--- src/common/motorPkg.sv ---
package motorPkg;

    // widths of the command fields.
    localparam int dutyWidth = 8;
    localparam int periodWidth = 16;

    // full duty keeps the high side on for the whole frame.
    localparam int maxDuty = (1 << dutyWidth) - 1;

    // cycles both gates of a phase stay off after a state change.
    localparam int deadTime = 4;
    localparam int deadWidth = $clog2(deadTime + 1);

    localparam int stepCount = 6;
    localparam int stepWidth = 3;

    typedef enum logic [1:0] {
        phaseFloat = 2'd0,
        phaseHigh = 2'd1,
        phaseLow = 2'd2
    } phaseState;

    // six-step pattern, one row per step, columns are phases a, b, c.
    localparam phaseState stepTable [0:stepCount-1][0:2] = '{
        '{phaseHigh, phaseLow, phaseFloat},
        '{phaseHigh, phaseFloat, phaseLow},
        '{phaseFloat, phaseHigh, phaseLow},
        '{phaseLow, phaseHigh, phaseFloat},
        '{phaseLow, phaseFloat, phaseHigh},
        '{phaseFloat, phaseLow, phaseHigh}
    };

endpackage
--- src/common/motorCtrlIf.sv ---
interface motorCtrlIf;

    logic [motorPkg::dutyWidth-1:0] duty;
    logic [motorPkg::periodWidth-1:0] period;
    logic dir;
    logic run;

    // high in the last cycle of a commutation step.
    logic stepLast;

    modport latchSide (
        output duty, period, dir, run,
        input stepLast
    );

    modport timerSide (
        input period, run,
        output stepLast
    );

    modport userSide (
        input duty, period, dir, run, stepLast
    );

endinterface

--- src/design/motorTop.sv ---
module motorTop (
    input  logic clk,
    input  logic nRst,
    input  logic cmdValid,
    output logic cmdReady,
    input  logic [motorPkg::dutyWidth-1:0] cmdDuty,
    input  logic [motorPkg::periodWidth-1:0] cmdPeriod,
    input  logic cmdDir,
    input  logic cmdRun,
    output logic [2:0] gateHigh,
    output logic [2:0] gateLow
);

    motorPkg::phaseState phase [0:2];
    logic pwm;

    // applied settings shared by the timing blocks.
    motorCtrlIf ctrlBus ();

    motorCmdLatch uCmdLatch (
        .clk(clk),
        .nRst(nRst),
        .cmdValid(cmdValid),
        .cmdReady(cmdReady),
        .cmdDuty(cmdDuty),
        .cmdPeriod(cmdPeriod),
        .cmdDir(cmdDir),
        .cmdRun(cmdRun),
        .ctrl(ctrlBus.latchSide)
    );

    stepTimer uStepTimer (
        .clk(clk),
        .nRst(nRst),
        .ctrl(ctrlBus.timerSide)
    );

    commutator uCommutator (
        .clk(clk),
        .nRst(nRst),
        .ctrl(ctrlBus.userSide),
        .phase(phase)
    );

    pwmGenerator uPwmGenerator (
        .clk(clk),
        .nRst(nRst),
        .ctrl(ctrlBus.userSide),
        .pwm(pwm)
    );

    gateDriver uGateDriver (
        .clk(clk),
        .nRst(nRst),
        .phase(phase),
        .pwm(pwm),
        .gateHigh(gateHigh),
        .gateLow(gateLow)
    );

endmodule

--- src/design/gateDriver.sv ---
module gateDriver (
    input  logic clk,
    input  logic nRst,
    input  motorPkg::phaseState phase [0:2],
    input  logic pwm,
    output logic [2:0] gateHigh,
    output logic [2:0] gateLow
);

    localparam logic [motorPkg::deadWidth-1:0] deadLoad =
        motorPkg::deadWidth'(motorPkg::deadTime - 1);

    motorPkg::phaseState prevPhase [0:2];
    logic [motorPkg::deadWidth-1:0] deadCnt [0:2];

    always_ff @(posedge clk or negedge nRst) begin
        if (!nRst) begin
            for (int i = 0; i < 3; i++) begin
                prevPhase[i] <= motorPkg::phaseFloat;
                deadCnt[i] <= '0;
            end
            gateHigh <= '0;
            gateLow <= '0;
        end else begin
            for (int i = 0; i < 3; i++) begin
                prevPhase[i] <= phase[i];
                if (phase[i] != prevPhase[i]) begin
                    // both gates off right away, then for the dead time.
                    deadCnt[i] <= deadLoad;
                    gateHigh[i] <= 1'b0;
                    gateLow[i] <= 1'b0;
                end else begin
                    if (deadCnt[i] != '0) begin
                        deadCnt[i] <= deadCnt[i] - 1'b1;
                    end
                    gateHigh[i] <= (deadCnt[i] == '0) && pwm &&
                                   (phase[i] == motorPkg::phaseHigh);
                    gateLow[i] <= (deadCnt[i] == '0) &&
                                  (phase[i] == motorPkg::phaseLow);
                end
            end
        end
    end

endmodule

--- src/design/pwm/pwmGenerator.sv ---
module pwmGenerator (
    input  logic clk,
    input  logic nRst,
    motorCtrlIf.userSide ctrl,
    output logic pwm
);

    logic [motorPkg::dutyWidth-1:0] dutyReg;
    logic [motorPkg::dutyWidth-1:0] cnt;
    logic reloadReq;
    logic reload;
    logic fullDuty;
    logic zeroDuty;

    // the command latch updates duty on the boundary edge itself,
    // so the new value is picked up in the first cycle of the step.
    always_ff @(posedge clk or negedge nRst) begin
        if (!nRst) begin
            reloadReq <= 1'b1;
        end else begin
            reloadReq <= ctrl.stepLast || !ctrl.run;
        end
    end

    assign reload = ctrl.run && reloadReq;
    assign fullDuty = (dutyReg == motorPkg::dutyWidth'(motorPkg::maxDuty));
    assign zeroDuty = (dutyReg == '0);

    always_ff @(posedge clk or negedge nRst) begin
        if (!nRst) begin
            dutyReg <= '0;
            cnt <= '0;
            pwm <= 1'b0;
        end else if (!ctrl.run) begin
            cnt <= '0;
            pwm <= 1'b0;
        end else if (reload) begin
            // restart the frame with the on-time.
            dutyReg <= ctrl.duty;
            if (ctrl.duty == '0) begin
                pwm <= 1'b0;
                cnt <= '0;
            end else begin
                pwm <= 1'b1;
                cnt <= ctrl.duty - 1'b1;
            end
        end else if (fullDuty) begin
            pwm <= 1'b1;
        end else if (zeroDuty) begin
            pwm <= 1'b0;
        end else if (cnt == '0) begin
            pwm <= !pwm;
            // off-time is the complement of the duty.
            if (pwm) begin
                cnt <= ~dutyReg;
            end else begin
                cnt <= dutyReg - 1'b1;
            end
        end else begin
            cnt <= cnt - 1'b1;
        end
    end

endmodule

--- src/design/commutator.sv ---
module commutator (
    input  logic clk,
    input  logic nRst,
    motorCtrlIf.userSide ctrl,
    output motorPkg::phaseState phase [0:2]
);

    localparam logic [motorPkg::stepWidth-1:0] lastStep =
        motorPkg::stepWidth'(motorPkg::stepCount - 1);

    logic [motorPkg::stepWidth-1:0] stepIdx;
    logic [motorPkg::stepWidth-1:0] nextFwd;
    logic [motorPkg::stepWidth-1:0] nextRev;

    // wrap around the six steps in both directions.
    assign nextFwd = (stepIdx == lastStep) ? '0 : stepIdx + 1'b1;
    assign nextRev = (stepIdx == '0) ? lastStep : stepIdx - 1'b1;

    always_ff @(posedge clk or negedge nRst) begin
        if (!nRst) begin
            stepIdx <= '0;
        end else if (!ctrl.run) begin
            stepIdx <= '0;
        end else if (ctrl.stepLast) begin
            if (ctrl.dir) begin
                stepIdx <= nextRev;
            end else begin
                stepIdx <= nextFwd;
            end
        end
    end

    // all phases float while stopped.
    always_comb begin
        for (int i = 0; i < 3; i++) begin
            if (ctrl.run) begin
                phase[i] = motorPkg::stepTable[stepIdx][i];
            end else begin
                phase[i] = motorPkg::phaseFloat;
            end
        end
    end

endmodule

--- src/design/stepTimer.sv ---
module stepTimer (
    input  logic clk,
    input  logic nRst,
    motorCtrlIf.timerSide ctrl
);

    logic [motorPkg::periodWidth-1:0] count;
    logic [motorPkg::periodWidth-1:0] lastCount;
    logic atLast;

    assign lastCount = ctrl.period - 1'b1;
    assign atLast = (count == lastCount);

    // a step lasts exactly period cycles.
    assign ctrl.stepLast = ctrl.run && atLast;

    always_ff @(posedge clk or negedge nRst) begin
        if (!nRst) begin
            count <= '0;
        end else if (!ctrl.run) begin
            count <= '0;
        end else if (atLast) begin
            count <= '0;
        end else begin
            count <= count + 1'b1;
        end
    end

endmodule

--- src/design/motorCmdLatch.sv ---
module motorCmdLatch (
    input  logic clk,
    input  logic nRst,
    input  logic cmdValid,
    output logic cmdReady,
    input  logic [motorPkg::dutyWidth-1:0] cmdDuty,
    input  logic [motorPkg::periodWidth-1:0] cmdPeriod,
    input  logic cmdDir,
    input  logic cmdRun,
    motorCtrlIf.latchSide ctrl
);

    logic pending;
    logic [motorPkg::dutyWidth-1:0] pendDuty;
    logic [motorPkg::periodWidth-1:0] pendPeriod;
    logic pendDir;
    logic pendRun;
    logic applyNow;

    // one command may wait at a time.
    assign cmdReady = !pending;

    // a stopped motor has no step boundary to wait for.
    assign applyNow = pending && (ctrl.stepLast || !ctrl.run);

    always_ff @(posedge clk) begin
        if (cmdValid && cmdReady) begin
            pendDuty <= cmdDuty;
            pendPeriod <= cmdPeriod;
            pendDir <= cmdDir;
            pendRun <= cmdRun;
        end
    end

    always_ff @(posedge clk or negedge nRst) begin
        if (!nRst) begin
            pending <= 1'b0;
            ctrl.duty <= '0;
            ctrl.period <= '0;
            ctrl.dir <= 1'b0;
            ctrl.run <= 1'b0;
        end else if (applyNow) begin
            pending <= 1'b0;
            ctrl.duty <= pendDuty;
            ctrl.period <= pendPeriod;
            ctrl.dir <= pendDir;
            ctrl.run <= pendRun;
        end else if (cmdValid && cmdReady) begin
            pending <= 1'b1;
        end
    end

endmodule

--- config.mk ---
export PLATFORM = sky130hd
export DESIGN_NAME = motorTop
export DESIGN_NICKNAME = d
export VERILOG_FILES = /design/src/common/motorPkg.sv /design/src/common/motorCtrlIf.sv /design/src/design/motorTop.sv /design/src/design/gateDriver.sv /design/src/design/pwm/pwmGenerator.sv /design/src/design/commutator.sv /design/src/design/stepTimer.sv /design/src/design/motorCmdLatch.sv
export SDC_FILE = /design/constraint.sdc
export NUM_CORES = 1
export LEC_CHECK = 0
export BUFFER_PORTS_ARGS = -buffer_cell sky130_fd_sc_hd__buf_2
export CAP_MARGIN = 30
export CORE_AREA = 5 5 172 132
export DETAILED_ROUTE_END_ITERATION = 8
export DIE_AREA = 0 0 177 137
export PLACE_DENSITY = 0.54
export SYNTH_ARGS = -nofsm -noshare
export SYNTH_HDL_FRONTEND = slang
export SYNTH_SLANG_ARGS = --single-unit
export TNS_END_PERCENT = 1
--- constraint.sdc ---
create_clock -name clk -period 8.2 [get_ports clk]
set_clock_uncertainty 0.2 [all_clocks]
set_input_delay 0 -clock clk [delete_from_list [all_inputs] [get_ports clk]]
set_output_delay 0 -clock clk [all_outputs]
set_load 0.005 [all_outputs]
==> Word level (Yosys, flattened, before mapping) <==
Memories as Yosys holds them, arrays and structs flattened.
Index checks and enable logic that the tools add are counted.
{ "classes": {"addsub": 10, "bitwise": 2, "n_lt_le_gt_ge": 1, "n_eq_ne": 16, "muxes": 39, "n_reduce_logical": 33} }
{ "op_table": {"columns": ["op", "n"], "rows": [
  ["$mux W8", 7],
  ["$mux W3", 11],
  ["$mux W16", 2],
  ["$logic_not A8 Y1", 3],
  ["$sub A8 B1 Y8 const B", 3],
  ["$add A16 B1 Y16 const B", 1],
  ["$eq A16 B16 Y1", 1],
  ["$sub A16 B1 Y16 const B", 1],
  ["$mux W1", 14],
  ["$logic_and A1 B1 Y1", 13],
  ["$logic_not A3 Y1", 4],
  ["$mux W6", 2],
  ["$sub A3 B1 Y3 const B", 4],
  ["$reduce_bool A3 Y1", 3],
  ["$eq A8 B8 Y1 const B", 1],
  ["$not A8 Y8", 1],
  ["$reduce_bool A2 Y1", 4],
  ["$eq A2 B1 Y1 const B", 3],
  ["$eq A2 B2 Y1 const B", 3],
  ["$mux W2", 3],
  ["$ne A2 B2 Y1", 3],
  ["$ne A3 B2 Y1 const B", 2],
  ["$ne A5 B1 Y1 const B", 1],
  ["$ge A4 B4 Y1 const B", 1],
  ["7 further kinds", 10]
]} }
{ "word_totals": {"mem_bits_ro": 48, "reg_bits": 111, "mem_count": 1, "word_cells": 125, "output_inout_bits": 7, "inputBits": 29} }
{ "memory_table": {"columns": ["name", "depth", "width", "read_ports", "rd_clocked_by_memory_dff", "write_ports", "line", "text"], "rows": [
  ["(name not given)", 8, 6, 1, 0, 0, "commutator.sv:37", "phase[i] = motorPkg::stepTable[stepIdx][i];"]
]} }

==> Longest topological paths before layout <==
Gate-level depths: netlist of the first run.
{ "logic_depth": {"ltp_word": 8, "depth_mapped": 11, "mapped_depth_nobuf": 9} }

==> Cells and area by module <==
From an unflattened synthesis of the first run, not the netlist that was laid out.
{ "hier_totals": {"cells_unflattened": 523, "hier_area_um2": 5928.2} }
{ "by_module_without_submodules": {"columns": ["module", "seq_area_each_um2", "cells_per_inst", "area_per_inst_um2", "instances"], "rows": [
  ["motorCmdLatch", 1456.4, 88, 1910.6, 1],
  ["pwmGenerator", 451.7, 154, 1407.6, 1],
  ["stepTimer", 400.4, 164, 1342.5, 1],
  ["gateDriver", 525.5, 77, 950.9, 1],
  ["commutator", 75.1, 40, 316.6, 1]
]} }

==> Worst setup path after synthesis of the first run <==
OpenSTA, ideal clock, no wires.
{ "synth_path": {"path_type": "register -> register", "from": "register uCmdLatch.ctrl.period[0]", "to": "register uCmdLatch.ctrl.period[10]", "setup_time_ns": 0.133, "path_buffers": 2, "period_less_slack_ns": 3.038, "arrival_time_ns": 2.705, "path_stages_with_launch": 12, "setup_slack_ns": 5.162, "required_time_ns": 7.867, "path_cell_list": "dfrtp_1 -> inv_1 -> ha_1 -> or4b_4 -> nor2_1 -> xnor2_1 -> nand4_2 -> or4_4 -> buf_6 -> buf_6 -> o211ai_1 -> o211ai_1"} }
{ "synth_between": {"elab_chain_len": 5} }
{ "synth_lines": {"columns": ["item", "line", "text"], "rows": [
  ["start, declared", "motorCtrlIf.sv:12", "output duty, period, dir, run,"],
  ["start signal, assigned", "motorCmdLatch.sv:45", "ctrl.period <= pendPeriod;"],
  ["$sub A16 B1 Y16", "stepTimer.sv:11", "assign lastCount = ctrl.period - 1'b1;"],
  ["$eq A16 B16 Y1", "stepTimer.sv:12", "assign atLast = (count == lastCount);"],
  ["$logic_and A1 B1 Y1", "stepTimer.sv:15", "assign ctrl.stepLast = ctrl.run && atLast;"],
  ["$logic_or A1 B1 Y1", "motorCmdLatch.sv:24", "assign applyNow = pending && (ctrl.stepLast || !ctrl.run);"],
  ["$logic_and A1 B1 Y1", "motorCmdLatch.sv:24", null]
]} }
Every way passes these cells.
A chain may end at the register's enable or synchronous reset.

==> Worst setup path in the final report of the first run <==
{ "layout_path": {"from": "register uCmdLatch.ctrl.period[0]", "to": "register uCmdLatch.ctrl.duty[3]"} }
{ "layout_between": {"elab_chain_len": 5} }
{ "layout_lines": {"columns": ["item", "line", "text"], "rows": [
  ["$sub A16 B1 Y16", "stepTimer.sv:11", null],
  ["$eq A16 B16 Y1", "stepTimer.sv:12", null],
  ["$logic_and A1 B1 Y1", "stepTimer.sv:15", null],
  ["$logic_or A1 B1 Y1", "motorCmdLatch.sv:24", null],
  ["$logic_and A1 B1 Y1", "motorCmdLatch.sv:24", null],
  ["end signal, assigned", "motorCmdLatch.sv:44", "ctrl.duty <= pendDuty;"],
  ["end, declared", "motorCtrlIf.sv:12", null]
]} }
Every way passes these cells.

==> flow_metrics.env, run 1 <==
export IMPL_outcome="finished clean"
export IMPL_yosys_top_cells_area="dfrtp_1 34%, edfxtp_1 13%, o211ai_1 6.6%"
export IMPL_cts_sinks=111
export IMPL_synth_nets=664
export IMPL_grt_pass1_vias=4417
export IMPL_diodes=0
export IMPL_initial_core_util=0.295
export IMPL_gr_usage_met1=0.181
export IMPL_setup_viol=0
export IMPL_start_kind="flop"
export IMPL_timing_rr_start="uCmdLatch.ctrl.period[0]"
export IMPL_yosysMostFrequentCell="nand2_1"
export IMPL_r2r_slack_ns=4.73
export IMPL_synthTopCellsByCount="94 x nand2_1, 84 x dfrtp_1, 54 x o211ai_1, 37 x nor2_1, 30 x xnor2_1"
export IMPL_grt_setup_unrepaired="false"
export IMPL_whs_ns=0.149
export IMPL_synthCells=616
export IMPL_drt_iter0_markers=352
export IMPL_leakagePower_uw=0.00287
export IMPL_synth_top_area_cell="dfrtp_1"
export IMPL_endpoint="uCmdLatch.ctrl.duty[3]"
export IMPL_min_period_ns=3.47
export IMPL_critPathMaxFanout=36
export IMPL_dpl_cell_area_um2=6530
export IMPL_stdcell_count=953
export IMPL_clockBufferDepth=2
export IMPL_maxCapViolCount=0
export IMPL_port_buffers=35
export IMPL_antenna_found_initial=0
export IMPL_reg2reg_to="uCmdLatch.ctrl.duty[3]"
export IMPL_postCtsSetupBuffers=0
export IMPL_dr_pass1_iters=4
export IMPL_cp_end_kind="flop"
export IMPL_tightest_slew_ns=0.895
export IMPL_min_path_type="input pin to flop"
export IMPL_crit_arrival_ns=3.49
export IMPL_ir_worst_vdd_mv=0.106
export IMPL_cts_buffers_inserted=9
export IMPL_hold_viol_final=0
export IMPL_dp_hpwl_um=9070
export IMPL_clkTransAtPathRegs_ns=0.08
export IMPL_yosys_warnings=0
export IMPL_async_flop_share=0.766
export IMPL_place_congestion=0.810
export IMPL_yosysSeqAreaShare=0.474
export IMPL_grt_max_degree=63
export IMPL_rr_worst_depth=10
export IMPL_drcViolationCount=0
export IMPL_power_density_nw_per_um2=248
export IMPL_clk_insertion_delay_late_ns=0.36
export IMPL_htreeDepth=3
export IMPL_fp_dieW_um=177
export IMPL_ys_seq_elements=111
export IMPL_syn_avg_cell_area_um2=9.97
export IMPL_cts_root_buffer="clkbuf_16"
export IMPL_slew_viol_final=0
export IMPL_overflow=0
export IMPL_startpoint="uCmdLatch.ctrl.period[0]"
export IMPL_area_delta_synth_final_pct=16.6
export IMPL_ant_nets=0
export IMPL_finalCoreUtilization=0.344
export IMPL_drive_gt1_frac=0.134
export IMPL_fin_crit_sh=0.423
export IMPL_met2_usage=0.167
export IMPL_crit_type="flop to flop"
export IMPL_grt_busiest_layer="met1"
export IMPL_grtUsageMet3=0.0279
export IMPL_core_area_um2=20800
export IMPL_viasPerCell=4.67
export IMPL_cts_tree="yes"
export IMPL_wl_per_cell_um=14.0
export IMPL_slew_headroom=0.399
export IMPL_die_area_um2=24200
export IMPL_synth_flop_cell="dfrtp_1"
export IMPL_finalSetupTns_ns=0
export IMPL_fp_dieH_um=137
export IMPL_grt_use_total=0.119
export IMPL_wirelength_um=13300
export IMPL_grt_pass1_wl_um=23200
export IMPL_synth_edff_count=26
export IMPL_num_vias=4455
export IMPL_syn_area_um2=6140
export IMPL_synth_top_area_share=0.342
export IMPL_max_freq_mhz=288
export IMPL_num_rows=46
export IMPL_pin_count=36
export IMPL_synthDistinctLibCells=66
export IMPL_dp_cells=907
export IMPL_required_ns=8.22
export IMPL_final_nets=708
export IMPL_fin_area_um2=7160
-- worst max-delay path, cell delays in order, from the launching register on --
cell      delay (ns)
dfrtp_1         0.46
inv_1           0.09
ha_1            0.23
or4b_4          0.53
or4_1           0.47
and3_1          0.18
nor3_2          0.13
a21oi_1         0.12
a21oi_2         0.34
buf_4           0.41
o211ai_1        0.16
-- kinds of logic after synthesis --
group                    Yosys count  synth area share
AND/OR/NAND/NOR                  235             0.192
AO/OA/AOI/OAI                    114             0.143
flip-flops                       111             0.474
buffers and inverters             69            0.0513
XOR/XNOR                          57            0.0813
adder cells (fa/ha/maj)           19            0.0387
multiplexers                      11            0.0198
-- final cells by class --
class	instances	area, µm²
Clock buffer	9	225
Clock inverter	7	95.1
Fill cell	2140	13700
Inverter	30	113
Multi-Input combinational cell	436	2920
Sequential cell	111	2910
Tap cell	288	360
Timing Repair Buffer	72	541
-- cell usage in the layout (no fill, tap or decap), types with 6 or more instances in the layout --
master	Yosys	final
nand3_1	15	15
clkbuf_16	0	9
nor3_1	24	24
xor2_1	27	27
buf_4	3	8
and2_1	18	18
buf_2	5	34
a21oi_1	11	11
nand2_1	94	94
o211ai_2	6	6
xnor2_1	30	30
a22o_1	6	6
o21ai_0	13	13
mux2_2	9	9
nor2_1	37	37
o211ai_1	54	54
dfrtp_1	84	84
ha_1	19	19
inv_1	28	28
dlygate4sd3_1	0	29
edfxtp_1	26	26
-- through the flow --
step	setup WS, ns	power, µW
after CTS	4.69	1800
after floorplan	5.16	1170
final	4.73	1780
after detailed placement	4.71	1310
after global routing	4.40	1920
after global placement	4.71	1300
-- worst min-delay path by stage --
stage	cells past startpoint	slack (ns)	endpoint	from
after floorplan	0	-0.50	uCmdLatch.ctrl.dir	nRst
after global placement	1	-0.28	uStepTimer.count[0]	nRst
after detailed placement	1	-0.27	uCmdLatch.ctrl.period[4]	nRst
after CTS	2	0.13	uCmdLatch.pendDuty[7]	cmdDuty[7]
after global routing	2	0.14	uCmdLatch.pendPeriod[3]	cmdPeriod[3]
final	2	0.15	uCmdLatch.pendPeriod[3]	cmdPeriod[3]
-- repair_timing --
action                                 in CTS  in global routing
gates resized for setup                     0                  0
hold buffers                               30                  0
endpoints found under the hold margin     125                  0
-- flip-flops by register name (all words and copies together), names as in the netlist --
signal,flops
uPwmGenerator.reloadReq,1
uPwmGenerator.cnt,8
uGateDriver.prevPhase,6
uGateDriver.deadCnt,9
uCmdLatch.pendDuty,8
uCmdLatch.ctrl.run,1
uCmdLatch.ctrl.dir,1
uPwmGenerator.dutyReg,8
uCmdLatch.pending,1
uGateDriver.gateLow,3
uCmdLatch.pendRun,1
uCmdLatch.ctrl.period,16
uPwmGenerator.pwm,1
uGateDriver.gateHigh,3
uCmdLatch.pendPeriod,16
uCmdLatch.pendDir,1
uCmdLatch.ctrl.duty,8
uStepTimer.count,16
uCommutator.stepIdx,3
-- report_power, final --
group	internal, µW	switching (µW)	total (µW)
Combinational	251	256	507
Sequential	678	118	796
Clock	268	205	474
Total	1200	579	1780
-- per-layer routing --
metal / wire [µm] / part of all wire
met1: 7140 / 0.54
met2: 5450 / 0.41
met3: 555 / 0.042
met4: 186 / 0.014
met5: 0 / 0
No activity file was read; power rests on OpenSTA's default activity.
==> run 2, diff against run 1 <==
- clock period: 8.2 -> 3.49 ns (I/O delays scaled with it)
==> flow_metrics.env, run 2 (same netlist as run 1, synthesis figures left out) <==
export IMPL_outcome="finished with violations"
export IMPL_violations="negative hold slack"
export IMPL_place_ws_ns=0.237
export IMPL_slew_viol_final=0
export IMPL_rr_worst_depth=10
export IMPL_clkTransAtPathRegs_ns=0.08
export IMPL_leakagePower_uw=0.00289
export IMPL_cp_end_kind="flop"
export IMPL_grt_max_degree=69
export IMPL_fin_crit_sh=0.931
export IMPL_grt_busiest_layer="met1"
export IMPL_required_ns=3.51
export IMPL_final_nets=713
export IMPL_ir_worst_vdd_mv=0.233
export IMPL_htreeDepth=3
export IMPL_cts_tree="yes"
export IMPL_power_frac_comb=0.289
export IMPL_wl_per_cell_um=14.2
export IMPL_diodes=0
export IMPL_maxCapViolCount=0
export IMPL_port_buffers=35
export IMPL_ant_nets=0
export IMPL_clk_insertion_delay_late_ns=0.35
export IMPL_area_delta_synth_final_pct=17.3
export IMPL_clockBufferDepth=2
export IMPL_tightest_slew_ns=0.912
export IMPL_initial_core_util=0.295
export IMPL_drive_gt1_frac=0.142
export IMPL_hold_viol_final=9
export IMPL_drcViolationCount=0
export IMPL_swShare=0.336
export IMPL_die_area_um2=24200
export IMPL_num_rows=46
export IMPL_cts_buffers_inserted=9
export IMPL_dr_pass1_iters=5
export IMPL_power_density_nw_per_um2=565
export IMPL_grtUsageMet3=0.0293
export IMPL_fp_dieH_um=137
export IMPL_pwr_share_seq=0.464
export IMPL_hold_buffers=27
export IMPL_antenna_found_initial=0
export IMPL_crit_type="flop to flop"
export IMPL_grt_pass1_wl_um=23300
export IMPL_pin_count=36
export IMPL_finalSetupTns_ns=0
export IMPL_clkPwrFrac=0.247
export IMPL_overflow=0
export IMPL_nFillCells=2136
export IMPL_min_period_ns=3.25
export IMPL_post_cts_resized=0
export IMPL_slew_headroom=0.388
export IMPL_final_cell_mix="94 x nand2_1, 84 x dfrtp_1, 54 x o211ai_1"
export IMPL_timing_rr_start="uCmdLatch.ctrl.period[1]"
export IMPL_core_area_um2=20800
export IMPL_cts_sinks=111
export IMPL_fin_ws_ns=0.240
export IMPL_start_kind="flop"
export IMPL_viasPerCell=4.67
export IMPL_r2r_slack_ns=0.24
export IMPL_crit_arrival_ns=3.27
export IMPL_fp_dieW_um=177
export IMPL_postCtsSetupBuffers=0
export IMPL_reg2reg_to="uCmdLatch.ctrl.duty[4]"
export IMPL_power_switching_uw=1370
export IMPL_num_vias=4475
export IMPL_final_common_cell="nand2_1"
export IMPL_dp_hpwl_um=9310
export IMPL_max_freq_mhz=308
export IMPL_top_regs="uCmdLatch.ctrl.period x16, uCmdLatch.pendPeriod x16, uStepTimer.count x16"
export IMPL_wirelength_um=13600
export IMPL_cts_root_buffer="clkbuf_16"
export IMPL_p_int_uw=2700
export IMPL_setup_viol=0
export IMPL_min_path_type="input pin to async pin"
export IMPL_finalCoreUtilization=0.346
export IMPL_grt_use_total=0.119
export IMPL_met2_usage=0.170
export IMPL_place_congestion=0.799
export IMPL_drt_iter0_markers=347
export IMPL_whs_ns=-0.00557
export IMPL_grt_pass1_vias=4427
export IMPL_gr_usage_met1=0.179
export IMPL_critPathMaxFanout=17
export IMPL_grt_setup_unrepaired="false"
run 2: routing by layer:
metal,share of wire,up-vias
met1,0.54,2132
met4,0.0073,0
met3,0.039,6
li1,-,2265
met5,0,-
met2,0.41,72
run 2: critical path, cell delays in order (launching register included):
cell      delay (ns)
dfrtp_1         0.44
inv_1           0.08
ha_1            0.22
nor4b_1         0.42
nand4_1         0.17
xnor2_1         0.23
nand4_2         0.14
or4_4           0.71
buf_12          0.21
o211ai_1        0.17
o211ai_1        0.11
run 2: area by class of cell:
class                           count  area (µm²)  area share
Timing Repair Buffer               77         618      0.0858
Tap cell                          288         360      0.0500
Clock inverter                      5        41.3     0.00573
Sequential cell                   111        2910       0.404
Inverter                           30         113      0.0156
Multi-Input combinational cell    436        2920       0.405
Clock buffer                       11         243      0.0337
run 2: worst max-delay path by stage:
stage	from	endpoint	slack, ns	cells after the start
6_report	uCmdLatch.ctrl.period[1]	uCmdLatch.ctrl.duty[4]	0.24	10
5_1_grt	uCmdLatch.ctrl.period[1]	uCommutator.stepIdx[2]	0.003	9
4_1_cts	uCmdLatch.ctrl.period[1]	uCmdLatch.ctrl.period[4]	0.20	10
3_5_place_dp	uCmdLatch.ctrl.period[1]	uCmdLatch.ctrl.period[4]	0.24	10
3_3_place_gp	uCmdLatch.ctrl.period[1]	uCmdLatch.ctrl.period[4]	0.32	10
2_1_floorplan	uCmdLatch.ctrl.period[0]	uCmdLatch.ctrl.period[10]	0.45	11
run 2: power groups by stage:
stage	clock (µW)	combinational [µW]	sequential (µW)
2_1_floorplan	0	982	1780
3_3_place_gp	0	1150	1910
3_5_place_dp	0	1170	1910
4_1_cts	1040	1200	1890
5_1_grt	1090	1360	1930
6_report	1000	1180	1890
run 2: per-stage QoR:
stage | total power, µW | cell area (µm²) | cells
2_1_floorplan | 2760 | 6140 | 616
3_3_place_gp | 3060 | 6620 | 914
3_5_place_dp | 3080 | 6620 | 914
4_1_cts | 4130 | 7180 | 957
5_1_grt | 4380 | 7210 | 958
6_report | 4070 | 7210 | 958
==> run 3, diff against run 2 <==
- PLACE_DENSITY: 0.54 -> unset
- PLACE_DENSITY_LB_ADDON: unset -> 0.2
- SETUP_SLACK_MARGIN: unset -> 0.5
==> flow_metrics.env, run 3 (same netlist as run 1, synthesis figures left out) <==
export IMPL_grt_setup_unrepaired="true"
export IMPL_final_common_cell="nand2_1"
export IMPL_slew_viol_final=0
export IMPL_core_area_um2=20800
export IMPL_dp_hpwl_um=9760
export IMPL_slew_headroom=0.409
export IMPL_pwr_share_seq=0.444
export IMPL_grt_pass1_wl_um=24200
export IMPL_min_period_ns=3.00
export IMPL_wirelength_um=14600
export IMPL_num_rows=46
export IMPL_setup_viol=0
export IMPL_power_frac_comb=0.289
export IMPL_tightest_slew_ns=0.886
export IMPL_clkTransAtPathRegs_ns=0.08
export IMPL_dr_pass1_iters=4
export IMPL_clockBufferDepth=2
export IMPL_swShare=0.341
export IMPL_cts_sinks=111
export IMPL_drt_iter0_markers=287
export IMPL_antenna_found_initial=0
export IMPL_p_int_uw=2780
export IMPL_stdcell_count=974
export IMPL_final_cell_mix="94 x nand2_1, 78 x dfrtp_1, 54 x o211ai_1"
export IMPL_port_buffers=35
export IMPL_clk_insertion_delay_late_ns=0.36
export IMPL_pin_count=36
export IMPL_outcome="finished clean"
export IMPL_min_path_type="input pin to async pin"
export IMPL_clkPwrFrac=0.268
export IMPL_grt_busiest_layer="met2"
export IMPL_place_ws_ns=0.254
export IMPL_nFillCells=2132
export IMPL_grt_use_total=0.123
export IMPL_timing_rr_start="uCmdLatch.ctrl.period[1]"
export IMPL_finalCoreUtilization=0.360
export IMPL_area_delta_synth_final_pct=22.0
export IMPL_fin_crit_sh=0.860
export IMPL_cts_root_buffer="clkbuf_16"
export IMPL_ant_nets=0
export IMPL_crit_arrival_ns=3.03
export IMPL_regArea_um2=2920
export IMPL_drcViolationCount=0
export IMPL_startpoint="uCmdLatch.ctrl.period[1]"
export IMPL_final_nets=729
export IMPL_overflow=0
export IMPL_initial_core_util=0.295
export IMPL_ir_worst_vdd_mv=0.262
export IMPL_die_area_um2=24200
export IMPL_diodes=0
export IMPL_start_kind="flop"
export IMPL_grt_pass1_vias=4645
export IMPL_multi_input_area_um2=3040
export IMPL_drive_gt1_frac=0.194
export IMPL_htreeDepth=3
export IMPL_max_freq_mhz=333
export IMPL_num_vias=4627
export IMPL_top_regs="uCmdLatch.ctrl.period x16, uCmdLatch.pendPeriod x16, uStepTimer.count x16"
export IMPL_grt_max_degree=67
export IMPL_fin_area_um2=7500
export IMPL_power_density_nw_per_um2=563
export IMPL_cts_tree="yes"
export IMPL_critPathMaxFanout=8
export IMPL_met2_usage=0.185
export IMPL_place_congestion=0.787
export IMPL_finalSetupTns_ns=0
export IMPL_fp_dieW_um=177
export IMPL_fp_dieH_um=137
export IMPL_dp_cells=911
export IMPL_power_switching_uw=1440
export IMPL_grtUsageMet3=0.0268
export IMPL_maxCapViolCount=0
export IMPL_leakagePower_uw=0.00301
export IMPL_required_ns=3.52
export IMPL_viasPerCell=4.75
export IMPL_gr_usage_met1=0.179
export IMPL_crit_type="flop to flop"
export IMPL_hold_viol_final=0
export IMPL_cp_end_kind="flop"
export IMPL_dpl_cell_area_um2=6580
export IMPL_cts_buffers_inserted=9
export IMPL_wl_per_cell_um=15.0
export IMPL_fin_ws_ns=0.487
-- run 3: changes by cell type in the layout (fill, tap and decap cells not counted), sizes merged --
cell / previous run / this run
inv: 30 / 33
or4: 3 / 4
bufinv: 0 / 1
clkbuf: 11 / 10
buf: 50 / 63
dlygate4sd3: 27 / 28
clkinvlp: 2 / 0
-- run 3: power by group through the flow --
| stage | logic [µW] | registers, µW | clock network (µW) |
|---|---|---|---|
| 2_1_floorplan | 982 | 1780 | 0 |
| 3_5_place_dp | 1180 | 1900 | 0 |
| 5_1_grt | 1400 | 1920 | 1230 |
| 4_1_cts | 1220 | 1870 | 1170 |
| 6_report | 1220 | 1870 | 1130 |
| 3_3_place_gp | 1130 | 1890 | 0 |
-- run 3: worst max-delay path, stage by stage (launching register included) --
cell and delay, ns:
dfrtp_2 0.41, inv_2 0.07, ha_4 0.13, or4b_4 0.50, nor3_2 0.27, xnor2_2 0.17
or4_4 0.64, buf_12 0.18, o211ai_1 0.18, o211ai_1 0.13
-- run 3: path summary, 6_finish.rpt --
kind | endpoint | slack [ns] | cells past startpoint
min in group clk | uCmdLatch.pendPeriod[6] | 0.13 | 2
min | uCmdLatch.ctrl.period[4] | 0.08 | 2
min reg2reg | uCmdLatch.ctrl.run | 0.27 | 2
max in group asynchronous | uCmdLatch.ctrl.period[1] | 2.17 | 3
max reg2reg | uCmdLatch.ctrl.period[3] | 0.49 | 9
max | uCmdLatch.ctrl.period[3] | 0.49 | 9
-- run 3: final cells by class --
type | instances | share of cell area
clock buffers | 9 | 0.0300
clock inverters | 7 | 0.0140
inverters | 30 | 0.0150
multi-input cells | 437 | 0.406
flip-flops and latches | 111 | 0.389
well taps | 288 | 0.0481
repair buffers | 92 | 0.0978
-- run 3: stage by stage --
| step | power, µW | hold WS (ns) |
|---|---|---|
| after floorplan | 2760 | -0.496 |
| after global placement | 3020 | -0.0356 |
| after detailed placement | 3070 | -0.0274 |
| after CTS | 4260 | 0.123 |
| after global routing | 4540 | 0.123 |
| final | 4220 | 0.0822 |
-- run 3: what timing repair did --
action,CTS,global route
pin swaps,8,5
gates cloned,1,2
hold endpoints to repair,99,0
hold buffers,28,0
gates resized for setup,12,16
endpoints found under the setup margin,47,46
setup buffers,15,1
-- run 3: metal layers --
| layer | share of wire | wire length [µm] |
|---|---|---|
| met1 | 0.51 | 7380 |
| met2 | 0.44 | 6390 |
| met3 | 0.042 | 613 |
| met4 | 0.012 | 180 |
| met5 | 0 | 0 |
